<file path="config.mk">
export PLATFORM = sky130hd
export DESIGN_NAME = switch_fabric
export DESIGN_NICKNAME = d
export VERILOG_FILES = /design/src/switch_dims_pkg.sv /design/src/switch_cell_pkg.sv /design/src/voq_if.sv /design/src/switch_fabric.sv /design/src/transfer_scheduler.sv /design/src/ingress_rotator.sv /design/src/voq.sv
export SDC_FILE = /design/constraint.sdc
export NUM_CORES = 2
export LEC_CHECK = 0
export BUFFER_PORTS_ARGS = -buffer_cell sky130_fd_sc_hd__buf_4
export CORE_UTILIZATION = 45
export CTS_CLUSTER_DIAMETER = 60
export DETAILED_ROUTE_END_ITERATION = 12
export GPL_TIMING_DRIVEN = 0
export SETUP_SLACK_MARGIN = 0.15
export SYNTH_ARGS = -nofsm -noshare
export SYNTH_HDL_FRONTEND = slang
export SYNTH_HIERARCHICAL = 1
export SYNTH_SLANG_ARGS = --single-unit
</file>
<file path="constraint.sdc">
create_clock -name clk -period 29.9 [get_ports clk]
set_input_delay 0 -clock clk [delete_from_list [all_inputs] [get_ports clk]]
set_output_delay 0 -clock clk [all_outputs]
set_load 0.005 [all_outputs]
</file>
<file path="src/switch_dims_pkg.sv">
package switch_dims_pkg;

    // number of input ports, middle lanes and output ports.
    parameter int NUM_PORTS = 4;

    // width of the cell payload.
    parameter int DATA_WIDTH = 16;

    // bits needed to address one port.
    parameter int SEL_WIDTH = $clog2(NUM_PORTS);

    typedef logic [SEL_WIDTH-1:0] port_id_t;

    typedef logic [DATA_WIDTH-1:0] payload_t;

endpackage
</file>
<file path="src/switch_cell_pkg.sv">
package switch_cell_pkg;

    import switch_dims_pkg::*;

    // a cell carries its source so that the output stage can sort by origin.
    typedef struct packed {
        port_id_t src;
        port_id_t dst;
        payload_t data;
    } cell_t;

    // the transfer scheduler alternates between choosing a matching
    // and moving the cells that were read during the choice.
    typedef enum logic {
        XFER_PICK,
        XFER_MOVE
    } xfer_phase_e;

endpackage

</file>
<file path="src/voq_if.sv">
`timescale 1ns/100ps

interface voq_if import switch_dims_pkg::*, switch_cell_pkg::*; ();

    logic                 wr_en;
    port_id_t             wr_sel;
    cell_t                wr_cell;
    logic [NUM_PORTS-1:0] full;

    logic                 rd_en;
    port_id_t             rd_sel;
    cell_t                rd_cell;
    logic [NUM_PORTS-1:0] empty;

    modport queue (
        input  wr_en,
        input  wr_sel,
        input  wr_cell,
        output full,
        input  rd_en,
        input  rd_sel,
        output rd_cell,
        output empty
    );

    modport writer (
        output wr_en,
        output wr_sel,
        output wr_cell,
        input  full
    );

    modport reader (
        output rd_en,
        output rd_sel,
        input  rd_cell,
        input  empty
    );

endinterface

</file>
<file path="src/switch_fabric.sv">
`timescale 1ns/100ps

module switch_fabric import switch_dims_pkg::*; #(
    parameter int QUEUE_DEPTH = 4
) (
    input  logic                           clk,
    input  logic                           rst_n,

    input  logic [NUM_PORTS-1:0]           in_valid,
    input  logic [NUM_PORTS*SEL_WIDTH-1:0] in_dst,
    input  logic [NUM_PORTS*DATA_WIDTH-1:0] in_data,
    output logic [NUM_PORTS-1:0]           in_ready,

    input  logic [NUM_PORTS-1:0]           out_rd_en,
    input  logic [NUM_PORTS*SEL_WIDTH-1:0] out_rd_sel,
    output logic [NUM_PORTS*DATA_WIDTH-1:0] out_data,
    output logic [NUM_PORTS*NUM_PORTS-1:0] out_empty
);

    port_id_t in_dst_arr [NUM_PORTS];
    payload_t in_data_arr [NUM_PORTS];

    voq_if lane_q [NUM_PORTS] ();
    voq_if out_q [NUM_PORTS] ();

    for (genvar p = 0; p < NUM_PORTS; p++) begin : g_unpack
        assign in_dst_arr[p]  = in_dst[p*SEL_WIDTH +: SEL_WIDTH];
        assign in_data_arr[p] = in_data[p*DATA_WIDTH +: DATA_WIDTH];
    end

    ingress_rotator u_rotator (
        .clk      (clk),
        .rst_n    (rst_n),
        .in_valid (in_valid),
        .in_dst   (in_dst_arr),
        .in_data  (in_data_arr),
        .in_ready (in_ready),
        .lane_q   (lane_q)
    );

    for (genvar l = 0; l < NUM_PORTS; l++) begin : g_lane
        voq #(
            .QUEUE_DEPTH (QUEUE_DEPTH)
        ) u_lane_voq (
            .clk   (clk),
            .rst_n (rst_n),
            .q     (lane_q[l])
        );
    end

    transfer_scheduler u_sched (
        .clk    (clk),
        .rst_n  (rst_n),
        .lane_q (lane_q),
        .out_q  (out_q)
    );

    // outside logic reads the output queues directly.
    for (genvar o = 0; o < NUM_PORTS; o++) begin : g_out
        voq #(
            .QUEUE_DEPTH (QUEUE_DEPTH)
        ) u_out_voq (
            .clk   (clk),
            .rst_n (rst_n),
            .q     (out_q[o])
        );

        assign out_q[o].rd_en  = out_rd_en[o];
        assign out_q[o].rd_sel = out_rd_sel[o*SEL_WIDTH +: SEL_WIDTH];
        assign out_data[o*DATA_WIDTH +: DATA_WIDTH] = out_q[o].rd_cell.data;
        assign out_empty[o*NUM_PORTS +: NUM_PORTS]  = out_q[o].empty;
    end

endmodule

</file>
<file path="src/transfer_scheduler.sv">
`timescale 1ns/100ps

module transfer_scheduler import switch_dims_pkg::*, switch_cell_pkg::*; (
    input  logic  clk,
    input  logic  rst_n,
    voq_if.reader lane_q [NUM_PORTS],
    voq_if.writer out_q [NUM_PORTS]
);

    xfer_phase_e          phase;
    port_id_t             out_ptr;
    port_id_t             lane_ptr [NUM_PORTS];
    logic [NUM_PORTS-1:0] match_valid;
    port_id_t             match_lane [NUM_PORTS];

    logic [NUM_PORTS-1:0] lane_empty [NUM_PORTS];
    cell_t                lane_cell [NUM_PORTS];
    logic [NUM_PORTS-1:0] out_blocked;

    logic [NUM_PORTS-1:0] pick_valid;
    port_id_t             pick_lane [NUM_PORTS];
    logic [NUM_PORTS-1:0] lane_taken;
    port_id_t             lane_sel [NUM_PORTS];

    // an output with any full sub-queue is skipped, since the source
    // of the next cell is only known after the lane read.
    for (genvar o = 0; o < NUM_PORTS; o++) begin : g_out_state
        assign out_blocked[o] = |out_q[o].full;
    end

    always_comb begin
        port_id_t o;
        port_id_t l;

        pick_valid = '0;
        lane_taken = '0;
        o          = '0;
        l          = '0;
        for (int i = 0; i < NUM_PORTS; i++) begin
            pick_lane[i] = '0;
            lane_sel[i]  = '0;
        end
        for (int k = 0; k < NUM_PORTS; k++) begin
            o = out_ptr + port_id_t'(k);
            if (!out_blocked[o]) begin
                for (int j = 0; j < NUM_PORTS; j++) begin
                    l = lane_ptr[o] + port_id_t'(j + 1);
                    if (!pick_valid[o] && !lane_taken[l] && !lane_empty[l][o]) begin
                        pick_valid[o] = 1'b1;
                        pick_lane[o]  = l;
                        lane_taken[l] = 1'b1;
                        lane_sel[l]   = o;
                    end
                end
            end
        end
    end

    for (genvar l = 0; l < NUM_PORTS; l++) begin : g_lane
        assign lane_empty[l]   = lane_q[l].empty;
        assign lane_cell[l]    = lane_q[l].rd_cell;
        assign lane_q[l].rd_en  = (phase == XFER_PICK) && lane_taken[l];
        assign lane_q[l].rd_sel = lane_sel[l];
    end

    // the lane read data arrives in the move cycle and goes out keyed by source.
    for (genvar o = 0; o < NUM_PORTS; o++) begin : g_out
        cell_t move_cell;

        assign move_cell       = lane_cell[match_lane[o]];
        assign out_q[o].wr_en   = (phase == XFER_MOVE) && match_valid[o];
        assign out_q[o].wr_sel  = move_cell.src;
        assign out_q[o].wr_cell = move_cell;
    end

    always_ff @(posedge clk or negedge rst_n) begin
        if (!rst_n) begin
            phase       <= XFER_PICK;
            out_ptr     <= '0;
            match_valid <= '0;
            for (int i = 0; i < NUM_PORTS; i++) begin
                lane_ptr[i]   <= port_id_t'(NUM_PORTS - 1);
                match_lane[i] <= '0;
            end
        end else if (phase == XFER_PICK) begin
            phase       <= XFER_MOVE;
            match_valid <= pick_valid;
            match_lane  <= pick_lane;
        end else begin
            phase   <= XFER_PICK;
            out_ptr <= out_ptr + 1'b1;
            for (int i = 0; i < NUM_PORTS; i++) begin
                if (match_valid[i]) begin
                    lane_ptr[i] <= match_lane[i];
                end
            end
        end
    end

endmodule

</file>
<file path="src/ingress_rotator.sv">
`timescale 1ns/100ps

module ingress_rotator import switch_dims_pkg::*, switch_cell_pkg::*; (
    input  logic                 clk,
    input  logic                 rst_n,
    input  logic [NUM_PORTS-1:0] in_valid,
    input  port_id_t             in_dst [NUM_PORTS],
    input  payload_t             in_data [NUM_PORTS],
    output logic [NUM_PORTS-1:0] in_ready,
    voq_if.writer                lane_q [NUM_PORTS]
);

    port_id_t             offset;
    logic [NUM_PORTS-1:0] lane_full [NUM_PORTS];

    // the rotation offset walks through all lanes, one step per cycle.
    always_ff @(posedge clk or negedge rst_n) begin
        if (!rst_n) begin
            offset <= '0;
        end else begin
            offset <= offset + 1'b1;
        end
    end

    // each lane takes the cell of the port that maps onto it this cycle
    // and files it under its destination.
    for (genvar l = 0; l < NUM_PORTS; l++) begin : g_lane
        port_id_t src;

        assign src          = port_id_t'(l) - offset;
        assign lane_full[l] = lane_q[l].full;

        assign lane_q[l].wr_en   = in_valid[src] && in_ready[src];
        assign lane_q[l].wr_sel  = in_dst[src];
        assign lane_q[l].wr_cell = cell_t'{
            src:  src,
            dst:  in_dst[src],
            data: in_data[src]
        };
    end

    // a port is ready when its current lane has room for its destination.
    for (genvar p = 0; p < NUM_PORTS; p++) begin : g_port
        port_id_t lane;

        assign lane        = port_id_t'(p) + offset;
        assign in_ready[p] = !lane_full[lane][in_dst[p]];
    end

endmodule

</file>
<file path="src/voq.sv">
`timescale 1ns/100ps

module voq import switch_dims_pkg::*, switch_cell_pkg::*; #(
    parameter int QUEUE_DEPTH = 4
) (
    input  logic clk,
    input  logic rst_n,
    voq_if.queue q
);

    localparam int PTR_W = $clog2(QUEUE_DEPTH);

    logic  do_wr;
    logic  do_rd;
    cell_t head [NUM_PORTS];

    assign do_wr = q.wr_en && !q.full[q.wr_sel];
    assign do_rd = q.rd_en && !q.empty[q.rd_sel];

    for (genvar s = 0; s < NUM_PORTS; s++) begin : g_sub
        cell_t            mem [QUEUE_DEPTH];
        logic [PTR_W-1:0] wr_ptr;
        logic [PTR_W-1:0] rd_ptr;
        logic [PTR_W:0]   count;
        logic             wr_hit;
        logic             rd_hit;

        assign wr_hit = do_wr && (q.wr_sel == port_id_t'(s));
        assign rd_hit = do_rd && (q.rd_sel == port_id_t'(s));

        always_ff @(posedge clk) begin
            if (wr_hit) begin
                mem[wr_ptr] <= q.wr_cell;
            end
        end

        // pointers wrap on their own since the depth is a power of two.
        always_ff @(posedge clk or negedge rst_n) begin
            if (!rst_n) begin
                wr_ptr <= '0;
                rd_ptr <= '0;
                count  <= '0;
            end else begin
                if (wr_hit) begin
                    wr_ptr <= wr_ptr + 1'b1;
                end
                if (rd_hit) begin
                    rd_ptr <= rd_ptr + 1'b1;
                end
                if (wr_hit && !rd_hit) begin
                    count <= count + 1'b1;
                end else if (rd_hit && !wr_hit) begin
                    count <= count - 1'b1;
                end
            end
        end

        assign head[s]    = mem[rd_ptr];
        assign q.full[s]  = (count == (PTR_W+1)'(QUEUE_DEPTH));
        assign q.empty[s] = (count == '0);
    end

    // popped cell is held until the next successful read.
    always_ff @(posedge clk) begin
        if (do_rd) begin
            q.rd_cell <= head[q.rd_sel];
        end
    end

endmodule

</file>
[Word level (Yosys, flattened, before mapping)]
Memories as Yosys holds them, arrays and structs flattened.
Index checks and enable logic that the tools add are counted.
Storage, ports and cells
  bits in registers: 393
  bits in latches: 0
  memory bits (writable): 2560
  memory bits (read-only): 0
  bits of input ports: 90
  output and inout bits: 84
  word-level logic and storage cells: 1690
  memories kept: 32
Operators by class
  add/sub/neg operators: 150
  $mul: 0
  div/mod/pow operators: 0
  order comparisons: 124
  eq/ne operators: 80
  shift-type cells: 0
  muxes and demuxes: 659
  bitwise operators: 73
  reduce and logical (&&, ||, !) cells: 448
Memories
  g_lane[0].u_lane_voq.g_sub[0].mem: depth 4, width 20, rd ports 1, clocked after Yosys merged registers in 0, wr ports 1, line voq.sv:21  | cell_t mem [QUEUE_DEPTH];
  g_lane[0].u_lane_voq.g_sub[1].mem: depth 4, width 20, rd ports 1, clocked after Yosys merged registers in 0, wr ports 1, line voq.sv:21
  g_lane[0].u_lane_voq.g_sub[2].mem: depth 4, width 20, rd ports 1, clocked after Yosys merged registers in 0, wr ports 1, line voq.sv:21
  g_lane[0].u_lane_voq.g_sub[3].mem: depth 4, width 20, rd ports 1, clocked after Yosys merged registers in 0, wr ports 1, line voq.sv:21
  g_lane[1].u_lane_voq.g_sub[0].mem: depth 4, width 20, rd ports 1, clocked after Yosys merged registers in 0, wr ports 1, line voq.sv:21
  g_lane[1].u_lane_voq.g_sub[1].mem: depth 4, width 20, rd ports 1, clocked after Yosys merged registers in 0, wr ports 1, line voq.sv:21
  +26 memories
Operator list (number)
  $mux 8: 64
  $bmux 20 s2: 12
  $mux 4: 104
  $mux 20: 16
  $mux 16: 16
  $bwmux 8: 30
  $logic_and 1x1->1: 228
  $mux 3: 64
  $mux 1: 165
  $bmux 1 s2: 80
  $bmux 4 s2: 20
  $add 2x1->2 const B: 70
  $logic_not 1->1: 132
  $lt 2x3->1 const B: 44
  $bmux 16 s2: 4
  $ge 3x3->1 const B: 40
  $not 2->3: 40
  $or 4x4->4: 30
  $add 3x1->3 const B: 32
  $eq 3x3->1 const B: 32
  $logic_not 3->1: 32
  $sub 3x1->3 const B: 32
  $demux 2 s2: 20
  $mux 2: 36
  16 further kinds: 191

[Logic depth before layout (Yosys ltp)]
  word-level depth: 128
  depth in mapped cells: 59
  mapped depth without buffers: 48

[Hierarchy]
The synthesis kept the hierarchy.
By module, submodules not included
  voq (g_lane[0].u_lane_voq ...): times used 6, cells an instance 652, area each 14415.1 um2, sequential area each 10910.5 um2
  voq (g_out[3].u_out_voq): times used 1, cells an instance 652, area each 14422.6 um2, sequential area each 10910.5 um2
  voq (g_out[2].u_out_voq): times used 1, cells an instance 652, area each 14421.3 um2, sequential area each 10910.5 um2
  transfer_scheduler: times used 1, cells an instance 1322, area each 10875.4 um2, sequential area each 585.6 um2
  ingress_rotator: times used 1, cells an instance 196, area each 2608.8 um2, sequential area each 50.0 um2

[Worst setup path after synthesis]
Ideal clock, no wire load.
  kind: register to register
  from: register u_sched.out_ptr[0]
  to: register, netlist name g_lane[1].u_lane_voq/q.rd_cell[0]
  library setup time: 399 ps
  arrival time: 13731 ps
  data required time: 29501 ps
  setup slack: 15770 ps
  cell stages (with the launch flop): 51
  buffers on the path: 9
  period minus slack after synthesis: 14130 ps
  cells stage by stage: dfrtp_1 inv_2 clkbuf_1 clkbuf_1 clkbuf_1 buf_1 ha_1 clkbuf_1 mux2_2 nand3_1 o32ai_1 nand2_1 and4b_1 a32o_1 o211ai_2 a31oi_1 a2111oi_4 a211o_1 [15 not listed] or4_1 buf_2 o211ai_2 o2bb2ai_1 a2111oi_1 o32ai_1 mux2_2 a21o_1 o2111ai_2 and4_1 buf_2 a211o_1 a32oi_2 a2111oi_2 nor2_1 o32ai_1 mux4_2 nor2b_1
Between the ends
  cells in the longest elaborated chain, start to end: 124
  elaborated cells on any way between the ends: 603
  classes of those cells: add/sub (15); order compare (72); mux (347); bitwise (50); reduce/logical (119)
RTL lines
  start, declared: line transfer_scheduler.sv:11  | port_id_t out_ptr;
  start signal, assigned: line transfer_scheduler.sv:91  | out_ptr <= out_ptr + 1'b1;
  $not 2->3 (not written as such): line transfer_scheduler.sv:47  | l = lane_ptr[o] + port_id_t'(j + 1);
  $bmux 2 s2: line transfer_scheduler.sv:47
  $mux 2 (not written as such) (2 in series): line transfer_scheduler.sv:47
  $add 2x1->2: line transfer_scheduler.sv:47
  $not 2->3 (not written as such): line transfer_scheduler.sv:48, transfer_scheduler.sv:52
  $bmux 4 s2: line transfer_scheduler.sv:48  | if (!pick_valid[o] && !lane_taken[l] && !lane_empty[l][o]) begin
  $mux 4 (not written as such) (2 in series): line transfer_scheduler.sv:48
  $bmux 1 s2: line transfer_scheduler.sv:48
  [108 not listed]
  $mux 8: line transfer_scheduler.sv:48
  $mux 8 (*): line transfer_scheduler.sv:45  | if (!out_blocked[o]) begin
  via lane_q[1].rd_sel[1]: line voq_if.sv:11  | port_id_t rd_sel;
  $bmux 1 s2 (*): line voq.sv:18  | assign do_rd = q.rd_en && !q.empty[q.rd_sel];
  $mux 1 (not written as such) (*): line voq.sv:18
  $logic_not 1->1 (*): line voq.sv:18
  $logic_and 1x1->1 (*): line voq.sv:18
  via g_lane[1].u_lane_voq.do_rd: line voq.sv:14  | logic do_rd;
Mark *: on every way through the listed nets, which the timed path passes. The rest lies on a longest branch. The select of a mux whose other input is x is not followed.
A chain may end at the register's enable or synchronous reset.

[Worst setup path in the final report]
  from: register u_sched.out_ptr[0]
  to: register g_lane[1].u_lane_voq.g_sub[3].count[1]
Between the ends
  cells in the longest elaborated chain, start to end: 128
  elaborated cells on any way between the ends: 610
  classes of those cells: add/sub (15); order compare (72); eq/ne (1); mux (348); bitwise (50); reduce/logical (124)
RTL lines
  $not 2->3 (not written as such): line transfer_scheduler.sv:47
  $bmux 2 s2: line transfer_scheduler.sv:47
  $mux 2 (not written as such) (2 in series): line transfer_scheduler.sv:47
  $add 2x1->2: line transfer_scheduler.sv:47
  $not 2->3 (not written as such): line transfer_scheduler.sv:48, transfer_scheduler.sv:52
  $bmux 4 s2: line transfer_scheduler.sv:48
  $mux 4 (not written as such) (2 in series): line transfer_scheduler.sv:48
  $bmux 1 s2: line transfer_scheduler.sv:48
  [110 not listed]
  via lane_q[1].rd_sel[1]: line voq_if.sv:11
  $bmux 1 s2: line voq.sv:18
  $mux 1 (not written as such): line voq.sv:18
  $logic_not 1->1: line voq.sv:18
  $logic_and 1x1->1: line voq.sv:18
  $logic_and 1x1->1 (*): line voq.sv:29  | assign rd_hit = do_rd && (q.rd_sel == port_id_t'(s));
  $logic_not 1->1: line voq.sv:50  | if (wr_hit && !rd_hit) begin
  $logic_and 1x1->1: line voq.sv:50
  $mux 3 / $reduce_bool 2->1 (equally long branches)
  end signal, assigned: line voq.sv:51  | count <= count + 1'b1;
  end signal, assigned: line voq.sv:53  | count <= count - 1'b1;
  end, declared: line voq.sv:24  | logic [PTR_W:0] count;
Marked as above.

==> results_dict.tcl <==
set metrics [dict create \
    status "finished with violations" \
    violations "max-capacitance violations, max-slew violations" \
    clk-insertion-delay-late_ps 960 \
    vias 61500 \
    syn_nets 6460 \
    nNetsFinal 7055 \
    criticalPathCategory "reg -> reg" \
    cap_violations 1 \
    gp_congestion 0.930 \
    overflow 0 \
    setup_viol 0 \
    postRouteAntennaNets 0 \
    clk_pin_slew_worst_paths_ps 60 \
    drv_slew 8 \
    dieArea_um2 254000 \
    fp-row-count 184 \
    tns_ps 0 \
    fmax_mhz 48.5 \
    regArea_um2 75700 \
    finalClockSkew_ps 104 \
    port-buffer-count 172 \
    post-route-min-period_ps 20600 \
    worstPathMaxFanout 13 \
    detailed_place_hpwl_mm 203 \
    numClockSinks 2561 \
    finalHoldViolCount 0 \
    multiInputGateArea_um2 35500 \
    io_pins 174 \
    clk_path_buf_depth 4 \
    avgSynthCellArea_um2 18.5 \
    grt_pass1_wl_mm 425 \
    core_um2 251000 \
    cpMostUsedCell "clkbuf_1" \
    cts_tree "yes" \
    slowest_delay_ps 1300 \
    worst_slew_pin_slew_ps 1560 \
    drt_pass1_iterations 5 \
    grt_setup_unrepaired "no" \
    ys_warn_count 6 \
    die_x_um 504 \
    period_share 0.689 \
    drt-wirelength-per-cell_um 28.2 \
    crit_slowest_cell "o32ai_1" \
    first_iter_violations 5669 \
    critPathLaunchType "flip-flop" \
    required_ps 30640 \
    worstPathArrival_ps 21340 \
    worstHoldPathType "in -> reg" \
    crit_start "u_sched/out_ptr[0]" \
    drive_gt1_frac 0.211 \
    routed_wl_mm 291 \
    syn2layout_area_growth_pct 14.3 \
    cts_root_buf "clkbuf_16" \
    min_from "in_valid[0]" \
    n_fill_cell 20100 \
    worst_setup_path_end_kind "flip-flop" \
    numCtsBuffers 296 \
    ctsHtreeMaxLevel 5 \
    track_usage 0.228 \
    worst_slew_margin_rel -0.0440 \
    start_util 0.452 \
    antenna_found_initial 10 \
    postCtsSetupBuffers 0 \
    grt_pass1_vias 61600 \
    rr_startpoint "u_sched/out_ptr[0]" \
    fp.dieH_um 504 \
    syn_area_um2 114000 \
    viasPerCell 5.96 \
    grt_max_degree 102 \
    syn_inst 6150 \
    drc_errors 0 \
]
-- layout make-up --
cell class / count / area share
flip-flops and latches: 2561 / 0.583
plain buffers: 372 / 0.0151
well taps: 3348 / 0.0323
clock buffers: 376 / 0.0617
diodes: 4 / 0.0000771
inverters: 156 / 0.00453
repair buffers: 297 / 0.0203
multi-input cells: 3061 / 0.273
clock inverters: 139 / 0.0101
-- registers in the layout, summed over array words and instances (netlist names), 8 cells and up --
| signal | count |
|---|---|
| g_out.u_out_voq/g_sub.mem | 1024 |
| g_lane.u_lane_voq/g_sub.rd_ptr | 32 |
| u_sched/lane_ptr | 8 |
| g_out.u_out_voq/g_sub.count | 48 |
| g_lane.u_lane_voq/g_sub.count | 48 |
| g_lane.u_lane_voq/g_sub.wr_ptr | 32 |
| g_out.u_out_voq/g_sub.rd_ptr | 32 |
| u_sched/match_lane | 8 |
| g_out.u_out_voq/g_sub.wr_ptr | 32 |
| g_lane.u_lane_voq/g_sub.mem | 1152 |
| g_out.u_out_voq/q.rd_cell | 64 |
| g_lane.u_lane_voq/q.rd_cell | 72 |
-- stage by stage --
step | utilization | instances | instance area (µm²) | worst slack [ps] | hold slack (ps)
floorplan | - | 6150 | 114000 | 15800 | -296
global placement | 0.474 | 9670 | 119000 | 9850 | 309
detailed placement | 0.475 | 9680 | 119000 | 10270 | 28.4
CTS | 0.517 | 10300 | 130000 | 10220 | 16.1
global route | 0.517 | 10300 | 130000 | 8580 | 89.1
finish | 0.517 | 10300 | 130000 | 9300 | 86.6
-- final timing paths --
check | end | slack, ps | depth (start not counted)
max | g_lane[1].u_lane_voq/g_sub[3].count[1] | 9300 | 50
min | g_lane[1].u_lane_voq/g_sub[1].wr_ptr[0] | 90 | 7
max reg2reg | g_lane[1].u_lane_voq/g_sub[3].count[1] | 9300 | 50
min reg2reg | g_out[3].u_out_voq/g_sub[2].count[2] | 480 | 1
max in group asynchronous | g_out[1].u_out_voq/g_sub[1].count[2] | 28980 | 4
min in group asynchronous | g_lane[3].u_lane_voq/g_sub[0].rd_ptr[1] | 260 | 4
-- metal layers --
layer	part of all wire	track usage	vias up
li1	-	-	26400
met1	0.43	0.323	32400
met2	0.48	0.369	2211
met3	0.063	0.0348	435
met4	0.024	0.0590	4
met5	0.00012	0	-
-- worst max-delay path, delay by kind of cell (launching register included) --
family                     cells  cell delay (ps)
adders and majority gates      3              910
buffers and inverters          9             3630
DFF                            1              520
muxes                          3             1500
and+or+nand+nor               10             2620
AOI/OAI and AO/OA             25            11280
-- what timing repair did --
action | 4_1_cts | 5_1_grt
endpoints found under the hold margin | 1453 | 0
resized for setup | 0 | 0
hold buffers | 115 | 0
-- layout by cell type, fill, tap and decap left out, types with 97 or more instances in the layout --
cell / instances
a21oi_1: 97
a22oi_1: 288
and2_1: 146
buf_4: 223
clkbuf_1: 261
clkbuf_16: 303
dfrtp_1: 241
dlygate4sd3_1: 114
edfxtp_1: 2312
ha_1: 188
inv_1: 147
mux4_1: 255
mux4_2: 486
nand2_1: 295
nor2_1: 149
xnor2_1: 104
Power is left out: the tool's default activity adds up to more than one toggle a clock period on the data nets, which glitch-free logic cannot reach.
